[config.mk]
export PLATFORM = sky130hd
export DESIGN_NAME = poly_mm_top
export DESIGN_NICKNAME = d
export VERILOG_FILES = /design/src/poly_mm_modulus_pkg.sv /design/src/poly_mm_data_pkg.sv /design/src/poly_mm_link_if.sv /design/src/poly_mm_top.sv /design/src/barrett_correct_stage.sv /design/src/barrett_reduce_stage.sv /design/src/barrett_quotient_stage.sv /design/src/barrett_estimate_stage.sv
export VERILOG_INCLUDE_DIRS = /design/src
export SDC_FILE = /design/constraint.sdc
export NUM_CORES = 2
export LEC_CHECK = 0
export ABC_AREA = 1
export BUFFER_PORTS_ARGS = -buffer_cell sky130_fd_sc_hd__buf_2
export CELL_PAD_IN_SITES_DETAIL_PLACEMENT = 0
export CELL_PAD_IN_SITES_GLOBAL_PLACEMENT = 1
export CORE_MARGIN = 5
export CORE_UTILIZATION = 50
export CTS_BUF_LIST = sky130_fd_sc_hd__clkbuf_8
export DETAILED_ROUTE_END_ITERATION = 16
export PLACE_DENSITY_LB_ADDON = 0.3
export RECOVER_POWER = 50
export SLEW_MARGIN = 20
export SYNTH_ARGS = -nofsm -noshare
export SYNTH_HDL_FRONTEND = slang
export SYNTH_HIERARCHICAL = 1
export SYNTH_SLANG_ARGS = --single-unit
[constraint.sdc]
create_clock -name poly_mm_clk -period 8.2 [get_ports poly_mm_clk]
set_input_delay 2.05 -clock poly_mm_clk [delete_from_list [all_inputs] [get_ports poly_mm_clk]]
set_output_delay 2.05 -clock poly_mm_clk [all_outputs]
set_load 0.03 [all_outputs]
[src/poly_mm_cfg.svh]
`ifndef POLY_MM_CFG_SVH
`define POLY_MM_CFG_SVH

// operand width, also the width of q
`define POLY_MM_OPERAND_W 24

// width of m and of the t0/t1/t2 intermediates
`define POLY_MM_RESIDUE_W 25

// width selector field
`define POLY_MM_SEL_W 5

// largest legal width, used whenever N is out of range
`define POLY_MM_N_MAX 24

// enable to valid, one cycle per stage
`define POLY_MM_LATENCY 4

`endif
[src/poly_mm_modulus_pkg.sv]
`include "poly_mm_cfg.svh"

package poly_mm_modulus_pkg;

    // modulus q, top set bit sits at N-1
    typedef logic [`POLY_MM_OPERAND_W-1:0] modulus_t;

    // barrett constant, floor(2^(2N) / q)
    typedef logic [`POLY_MM_RESIDUE_W-1:0] barrett_const_t;

    // width selector N
    typedef logic [`POLY_MM_SEL_W-1:0] width_sel_t;

    // travels with each item so q, m, N may change every cycle
    typedef struct packed {
        modulus_t       q;
        barrett_const_t m;
        width_sel_t     n;
    } modulus_ctx_t;

    // N outside 1..24 behaves as 24
    function automatic width_sel_t legal_sel(width_sel_t n);
        if (n == '0 || n > width_sel_t'(`POLY_MM_N_MAX)) begin
            return width_sel_t'(`POLY_MM_N_MAX);
        end
        return n;
    endfunction

    // N+1 low ones, all 25 bits set for N = 24
    function automatic logic [`POLY_MM_RESIDUE_W-1:0] sel_mask(width_sel_t n);
        return ~({`POLY_MM_RESIDUE_W{1'b1}} << (n + 1));
    endfunction

endpackage

[src/poly_mm_data_pkg.sv]
`include "poly_mm_cfg.svh"

package poly_mm_data_pkg;

    // a, b and the final residue
    typedef logic [`POLY_MM_OPERAND_W-1:0] operand_t;

    // one extra bit of headroom over the operand
    // t0, t1, t2 and the masked low part of a*b all use this
    typedef logic [`POLY_MM_RESIDUE_W-1:0] residue_t;

    // full a*b, never truncated before the t0 select
    typedef logic [2*`POLY_MM_OPERAND_W-1:0] product_t;

endpackage

[src/poly_mm_link_if.sv]
`timescale 1ns/1ps

interface poly_mm_link_if;
    import poly_mm_data_pkg::*;
    import poly_mm_modulus_pkg::*;

    // item present on this link
    logic         valid;
    // q, m, N belonging to this item
    modulus_ctx_t ctx;
    // masked low part of a*b, needed again in the last stage
    residue_t     low;
    // result of the producing stage
    residue_t     value;

    // producing stage, all four from its registers
    modport src (
        output valid,
        output ctx,
        output low,
        output value
    );

    // consuming stage, read only
    modport dst (
        input valid,
        input ctx,
        input low,
        input value
    );

endinterface

[src/poly_mm_top.sv]
`timescale 1ns/1ps

module poly_mm_top (
    input  logic                                poly_mm_clk,
    input  logic                                poly_mm_rst_n,
    input  logic                                poly_mm_enable,
    input  poly_mm_data_pkg::operand_t          poly_mm_a,
    input  poly_mm_data_pkg::operand_t          poly_mm_b,
    input  poly_mm_modulus_pkg::modulus_t       poly_mm_q,
    input  poly_mm_modulus_pkg::barrett_const_t poly_mm_m,
    input  poly_mm_modulus_pkg::width_sel_t     poly_mm_n,
    output logic                                poly_mm_valid,
    output poly_mm_data_pkg::operand_t          poly_mm_result
);
    import poly_mm_modulus_pkg::*;

    // q, m, N bundled for the trip down the pipeline
    modulus_ctx_t in_ctx;

    assign in_ctx = '{q: poly_mm_q, m: poly_mm_m, n: poly_mm_n};

    // stage 1 to 2
    poly_mm_link_if est_link ();
    // stage 2 to 3
    poly_mm_link_if quo_link ();
    // stage 3 to 4
    poly_mm_link_if red_link ();

    // a*b, t0 and the masked low part
    barrett_estimate_stage u_estimate (
        .poly_mm_clk   (poly_mm_clk),
        .poly_mm_rst_n (poly_mm_rst_n),
        .enable        (poly_mm_enable),
        .a             (poly_mm_a),
        .b             (poly_mm_b),
        .ctx           (in_ctx),
        .out_link      (est_link.src)
    );

    // t1 from t0 * m
    barrett_quotient_stage u_quotient (
        .poly_mm_clk   (poly_mm_clk),
        .poly_mm_rst_n (poly_mm_rst_n),
        .in_link       (est_link.dst),
        .out_link      (quo_link.src)
    );

    // t2 from t1 * q
    barrett_reduce_stage u_reduce (
        .poly_mm_clk   (poly_mm_clk),
        .poly_mm_rst_n (poly_mm_rst_n),
        .in_link       (quo_link.dst),
        .out_link      (red_link.src)
    );

    // subtract, mask, final correction
    barrett_correct_stage u_correct (
        .poly_mm_clk   (poly_mm_clk),
        .poly_mm_rst_n (poly_mm_rst_n),
        .in_link       (red_link.dst),
        .result        (poly_mm_result),
        .valid         (poly_mm_valid)
    );

endmodule

[src/barrett_correct_stage.sv]
`timescale 1ns/1ps

module barrett_correct_stage (
    input  logic                       poly_mm_clk,
    input  logic                       poly_mm_rst_n,
    poly_mm_link_if.dst                in_link,
    output poly_mm_data_pkg::operand_t result,
    output logic                       valid
);
    import poly_mm_data_pkg::*;
    import poly_mm_modulus_pkg::*;

    width_sel_t n_eff;
    residue_t   q_ext;
    residue_t   r_raw;
    residue_t   r;
    residue_t   r_sub;
    operand_t   result_next;

    always_comb begin
        n_eff = legal_sel(in_link.ctx.n);
        q_ext = residue_t'(in_link.ctx.q);

        // low - t2, wraps modulo 2^25
        r_raw = in_link.low - in_link.value;

        // keep N+1 bits
        r = r_raw & sel_mask(n_eff);

        // estimate is at most one q short, a single correction
        r_sub = r - q_ext;
        result_next = (r < q_ext) ? operand_t'(r) : operand_t'(r_sub);
    end

    // result holds between valid outputs
    always_ff @(posedge poly_mm_clk or negedge poly_mm_rst_n) begin
        if (!poly_mm_rst_n) begin
            valid  <= 1'b0;
            result <= '0;
        end else begin
            valid <= in_link.valid;
            if (in_link.valid) begin
                result <= result_next;
            end
        end
    end

endmodule

[src/barrett_reduce_stage.sv]
`timescale 1ns/1ps

module barrett_reduce_stage (
    input  logic        poly_mm_clk,
    input  logic        poly_mm_rst_n,
    poly_mm_link_if.dst in_link,
    poly_mm_link_if.src out_link
);
    import poly_mm_data_pkg::*;
    import poly_mm_modulus_pkg::*;

    width_sel_t n_eff;
    residue_t   p2_low;
    residue_t   t2;

    always_comb begin
        n_eff = legal_sel(in_link.ctx.n);

        // t1 * q, only the low 25 bits matter
        // so the multiply is sized to the residue width
        p2_low = in_link.value * residue_t'(in_link.ctx.q);

        // N+1 low bits, same mask as the low part of a*b
        t2 = p2_low & sel_mask(n_eff);
    end

    always_ff @(posedge poly_mm_clk or negedge poly_mm_rst_n) begin
        if (!poly_mm_rst_n) begin
            out_link.valid <= 1'b0;
        end else begin
            out_link.valid <= in_link.valid;
        end
    end

    // item advances one stage
    always_ff @(posedge poly_mm_clk) begin
        if (in_link.valid) begin
            out_link.ctx   <= in_link.ctx;
            out_link.low   <= in_link.low;
            out_link.value <= t2;
        end
    end

endmodule

[src/barrett_quotient_stage.sv]
`timescale 1ns/1ps
`include "poly_mm_cfg.svh"

module barrett_quotient_stage (
    input  logic        poly_mm_clk,
    input  logic        poly_mm_rst_n,
    poly_mm_link_if.dst in_link,
    poly_mm_link_if.src out_link
);
    import poly_mm_data_pkg::*;
    import poly_mm_modulus_pkg::*;

    width_sel_t                          n_eff;
    logic [2*`POLY_MM_RESIDUE_W-1:0]     p1;
    residue_t                            t1;

    always_comb begin
        n_eff = legal_sel(in_link.ctx.n);

        // t0 * m, 50 bits wide
        p1 = (2*`POLY_MM_RESIDUE_W)'(in_link.value) * (2*`POLY_MM_RESIDUE_W)'(in_link.ctx.m);

        // quotient estimate, 25 bits from bit N+1
        t1 = residue_t'(p1 >> (n_eff + width_sel_t'(1)));
    end

    always_ff @(posedge poly_mm_clk or negedge poly_mm_rst_n) begin
        if (!poly_mm_rst_n) begin
            out_link.valid <= 1'b0;
        end else begin
            out_link.valid <= in_link.valid;
        end
    end

    // low and ctx ride along with the item
    always_ff @(posedge poly_mm_clk) begin
        if (in_link.valid) begin
            out_link.ctx   <= in_link.ctx;
            out_link.low   <= in_link.low;
            out_link.value <= t1;
        end
    end

endmodule

[src/barrett_estimate_stage.sv]
`timescale 1ns/1ps

module barrett_estimate_stage (
    input  logic                              poly_mm_clk,
    input  logic                              poly_mm_rst_n,
    input  logic                              enable,
    input  poly_mm_data_pkg::operand_t        a,
    input  poly_mm_data_pkg::operand_t        b,
    input  poly_mm_modulus_pkg::modulus_ctx_t ctx,
    poly_mm_link_if.src                       out_link
);
    import poly_mm_data_pkg::*;
    import poly_mm_modulus_pkg::*;

    width_sel_t n_eff;
    product_t   p0;
    residue_t   t0;
    residue_t   low;

    always_comb begin
        // illegal N replaced before any select
        n_eff = legal_sel(ctx.n);

        // full 48-bit product
        p0 = product_t'(a) * product_t'(b);

        // 25 bits of p0 from bit N-1 upward
        t0 = residue_t'(p0 >> (n_eff - width_sel_t'(1)));

        // N+1 low bits, rest cleared
        low = residue_t'(p0) & sel_mask(n_eff);
    end

    // control, cleared on reset
    always_ff @(posedge poly_mm_clk or negedge poly_mm_rst_n) begin
        if (!poly_mm_rst_n) begin
            out_link.valid <= 1'b0;
        end else begin
            out_link.valid <= enable;
        end
    end

    // payload only loads with an accepted operation
    // raw ctx kept, later stages legalize N themselves
    always_ff @(posedge poly_mm_clk) begin
        if (enable) begin
            out_link.ctx   <= ctx;
            out_link.low   <= low;
            out_link.value <= t0;
        end
    end

endmodule

* Word level (Yosys, flattened, before mapping)
Cells that the tools add are included. W data, S select, Z words.
Storage, ports and cells: memories kept 0, register bits after elaboration 290, memory bits (writable) 0, ROM bits 0, logic and storage cells 65, input port bits 105, bits in latches 0
Operators by class: bitwise gates (word level) 6, magnitude comparators 5, shift-type cells 5, reduce and logical (&&, ||, !) cells 8, mux-type cells 13, add/subtract/negate cells 7, divide/modulo/power cells 0, multipliers 3, eq/ne operators 0
Operators by type and width (number):
- $shl A25 B32 Y25 const A | 3
- $and A25 B25 Y25 | 3
- $not A25 Y25 | 3
- $mul A25 B25 Y50 | 1
- $shr A50 B5 Y25 | 1
- $mul A24 B24 Y48 | 1
- $shr A48 B5 Y25 | 1
- $mux W5 | 8
- $lt A25 B24 Y1 | 1
- $mul A25 B24 Y25 | 1
- $sub A25 B25 Y25 | 1
- $mux W24 | 1
- $sub A24 B24 Y24 | 1
- $gt A5 B5 Y1 const B | 4
- $logic_not A5 Y1 | 4
- $add A5 B1 Y6 const B | 3
- $add A5 B1 Y5 const B | 1
- $sub A5 B1 Y5 const B | 1
- $logic_or A1 B1 Y1 | 4
- $mux W1 | 4

* Depth between registers and ports, before layout
word-level depth 10, gate-level depth with buffers 39, depth with buffers taken out 37

* Modules after synthesis
Netlist, hierarchy kept.
By module, submodules not included:
- barrett_quotient_stage | sequential area each 3148.0 sq um, cells an instance 3928, instances 1, area an instance 28458.5 sq um
- barrett_estimate_stage | sequential area each 3148.0 sq um, cells an instance 3589, instances 1, area an instance 26665.6 sq um
- barrett_reduce_stage | sequential area each 3148.0 sq um, cells an instance 1699, instances 1, area an instance 14161.1 sq um
- barrett_correct_stage | sequential area each 625.6 sq um, cells an instance 979, instances 1, area an instance 5257.5 sq um

* Worst setup path after synthesis
OpenSTA, ideal clock, no wires.
kind input to register, start point input poly_mm_a[17], end point register u_estimate.out_link.value[16] (data pin), cell stages on the path 29, library setup time 259 ps, path buffers 1, arrival 7847 ps, path slack 94 ps, required time 7941 ps, cell sequence clkbuf_1 -> nand2_1 -> fa_1 -> inv_1 -> fa_1 -> inv_1 -> fa_1 -> inv_1 -> fa_1 -> fa_1 -> fa_1 -> inv_1 -> fa_1 -> inv_1 -> ha_1 -> nand2_1 -> inv_1 -> a21oi_1 -> o21ai_0 -> a21oi_1 -> nand2_1 -> nand2_1 -> nand3_1 -> nand3_1 -> nand3_1 -> nand2_1 -> nand2_1 -> nand3_2 -> nand3_1
Between the ends: word-level cells in the longest chain between the ends 2
Ends and longest elaborated chain:
- from (decl) | line poly_mm_top.sv:7 | input poly_mm_data_pkg::operand_t poly_mm_a,
- $mul A24 B24 Y48 | line barrett_estimate_stage.sv:25 | p0 = product_t'(a) * product_t'(b);
- $shr A48 B5 Y25 | line barrett_estimate_stage.sv:28 | t0 = residue_t'(p0 >> (n_eff - width_sel_t'(1)));
- via u_estimate.t0[16] | line barrett_estimate_stage.sv:17 | residue_t t0;
- to (signal assigned) | line barrett_estimate_stage.sv:49 | out_link.value <= t0;
- to (decl) | line poly_mm_link_if.sv:21 | output value
The timed path passes the listed nets, and every way through them passes these cells. A chain may end at the register's enable or synchronous reset.

* Worst setup path after layout
start point input poly_mm_a[16], end point register u_estimate.out_link.value[21] (data pin)
The elaborated chain is that of the path after synthesis.

==> results_dict.tcl <==
set metrics [dict create \
    outcome "finished with violations" \
    violations "max-capacitance violations, max-slew violations" \
    route.met2.wl_mm 100 \
    finalWirelength_mm 215 \
    grtUsageTotal_pct 28.5 \
    grt_pass1_vias 64100 \
    hold_depth 0 \
    syn_area_per_cell_sq_um 7.20 \
    drt_first_pass_iters 5 \
    hold_viol_final 0 \
    clockRootBuffer "clkbuf_8" \
    clock_latency_ps 740 \
    vias_per_cell 5.04 \
    stdcell_area_sq_um 79700 \
    critPathKind "in -> reg" \
    cap_violations 2 \
    synthToLayoutAreaGrowth_pct 9.09 \
    start_kind "primary input" \
    post-route-min-period_ps 8000 \
    fmax_mhz 125 \
    cp-end-kind "flop" \
    rsz0062_at_grt "true" \
    die_w_um 392 \
    grt_pass1_wl_mm 346 \
    grt_max_degree 81 \
    cts.clk_slew.worst_paths_ps 60 \
    drtIter0Drc 4144 \
    cts-buffers-inserted 54 \
    cts_buffer_depth 3 \
    rows 140 \
    coreArea_sq_um 145000 \
    worstPathArrival_ps 8450 \
    remaining_drc_errors 0 \
    r2r_cells 29 \
    crit_buf_inv 8 \
    skew_ps 65.8 \
    fp.dieArea_sq_um 154000 \
    hp-start "u_quotient/out_link.low[22]" \
    start_util_pct 50.2 \
    rr_startpoint "u_estimate/out_link.value[17]" \
    antenna_found_initial 5 \
    wl_met1_mm 94.9 \
    vias 62000 \
    wl_met3_mm 12.2 \
    rr_endpoint "u_quotient/out_link.value[9]" \
    cp_data_required_time_ps 8660 \
    drive_gt1_share_pct 8.32 \
    grt_remaining_overflow 0 \
    multiInputGateArea_sq_um 52300 \
    ant_nets 0 \
    synth_nets 12000 \
    synth.yosys.warnings 6 \
    fillCellCount 14300 \
    cts_tree "yes" \
    place.detailed.hpwl_mm 182 \
    top_layer "met4" \
    synth_area_sq_um 73000 \
    netlist_instances 10100 \
    finalCritPeriodShare_pct 97.5 \
    port_buffers 129 \
    path_max_fanout 11 \
    cp_top_family "adder cells" \
    place_area_sq_um 77600 \
    critPathMaxStageDelay_ps 550 \
    setup_viol 0 \
    clock-sinks 290 \
    final_util_pct 54.8 \
    gp_congestion 0.955 \
    slowest_stage "fa_1" \
    worst_pin_slew_ps 3340 \
    maxSlewViolCount 144 \
    slew_headroom_pct -123 \
    hp-class "reg -> reg" \
    min_to "u_reduce/out_link.low[22]" \
    die_h_um 392 \
    wl_per_cell_um 17.5 \
    htree_levels 2 \
    final_nets 12200 \
    timing.reg2reg.setup_slack_ps 430 \
    regArea_sq_um 8570 \
    ios 130 \
]
-- stage by stage --
stage / setup TNS [ps] / hold WS, ps / setup WS [ps] / std cells
after detailed placement: -17290 / 405 / -813 / 12200
after CTS: 0 / 346 / 48.3 / 12300
final: 0 / 369 / 203 / 12300
after global routing: -133 / 372 / -26.5 / 12300
after global placement: -15820 / 402 / -710 / 12200
after floorplan: 0 / 352 / 93.6 / 10100
-- how the worst max path moves through the flow --
stage,start,end,slack [ps],cells after the start
after floorplan,poly_mm_a[17],u_estimate/out_link.value[16],90,29
after global placement,poly_mm_a[16],u_estimate/out_link.value[22],-710,33
after detailed placement,poly_mm_a[10],u_estimate/out_link.value[22],-810,29
after CTS,poly_mm_a[14],u_estimate/out_link.value[22],50,32
after global routing,poly_mm_a[13],u_estimate/out_link.value[21],-30,30
final,poly_mm_a[16],u_estimate/out_link.value[21],200,29
-- area by class of cell --
type | instances | area share (%)
Timing Repair Buffer | 542 | 4.97
Inverter | 3036 | 14.3
Tap cell | 1917 | 3.01
Clock inverter | 43 | 0.444
Sequential cell | 290 | 10.8
Antenna cell | 2 | 0.00628
Clock buffer | 54 | 0.933
Multi-Input combinational cell | 6419 | 65.6
-- registers in the layout, summed over array words and instances (netlist names), 24 cells and up --
| signal | cells |
|---|---|
| u_correct/result | 24 |
| u_estimate/out_link.ctx | 54 |
| u_estimate/out_link.low | 25 |
| u_estimate/out_link.value | 25 |
| u_quotient/out_link.ctx | 29 |
| u_quotient/out_link.low | 25 |
| u_quotient/out_link.value | 25 |
| u_reduce/out_link.ctx | 29 |
| u_reduce/out_link.low | 25 |
| u_reduce/out_link.value | 25 |
-- layer usage --
layer / GRT usage (%) / up-vias
met2: 47.5 / 1870
met3: 3.01 / 332
li1: - / 29600
met4: 8.64 / 0
met5: 0 / -
met1: 39.5 / 30100
-- timing repair --
action,4_1_cts,5_1_grt
pin swaps,0,35
setup endpoints to repair,1,25
gates resized for setup,1,215
setup buffers,0,3
hold buffers,0,0
-- layout by cell type, fill, tap and decap left out, drive strengths merged --
cell type / n
clkinvlp: 4
edfxtp: 262
ha: 505
o21a: 3
o31a: 2
nand4: 45
o311a: 2
nor2: 301
a41oi: 1
nand2: 3054
bufinv: 4
a311oi: 2
buf: 511
nand3b: 18
fa: 1245
diode: 2
nor4: 2
a211oi: 7
mux2i: 4
a31o: 1
or2: 12
and2: 10
a21boi: 5
o211ai: 17
a21o: 6
inv: 3052
nand3: 770
a32oi: 1
a31oi: 6
xor2: 39
nor3: 26
xnor2: 47
a21oi: 150
dfrtp: 28
clkinv: 19
clkbuf: 85
o221ai: 1
o31ai: 4
o21bai: 19
o21ai: 114
Power is not shown: default switching activity piles up to over one toggle a cycle in this logic, so the estimate is an artifact.
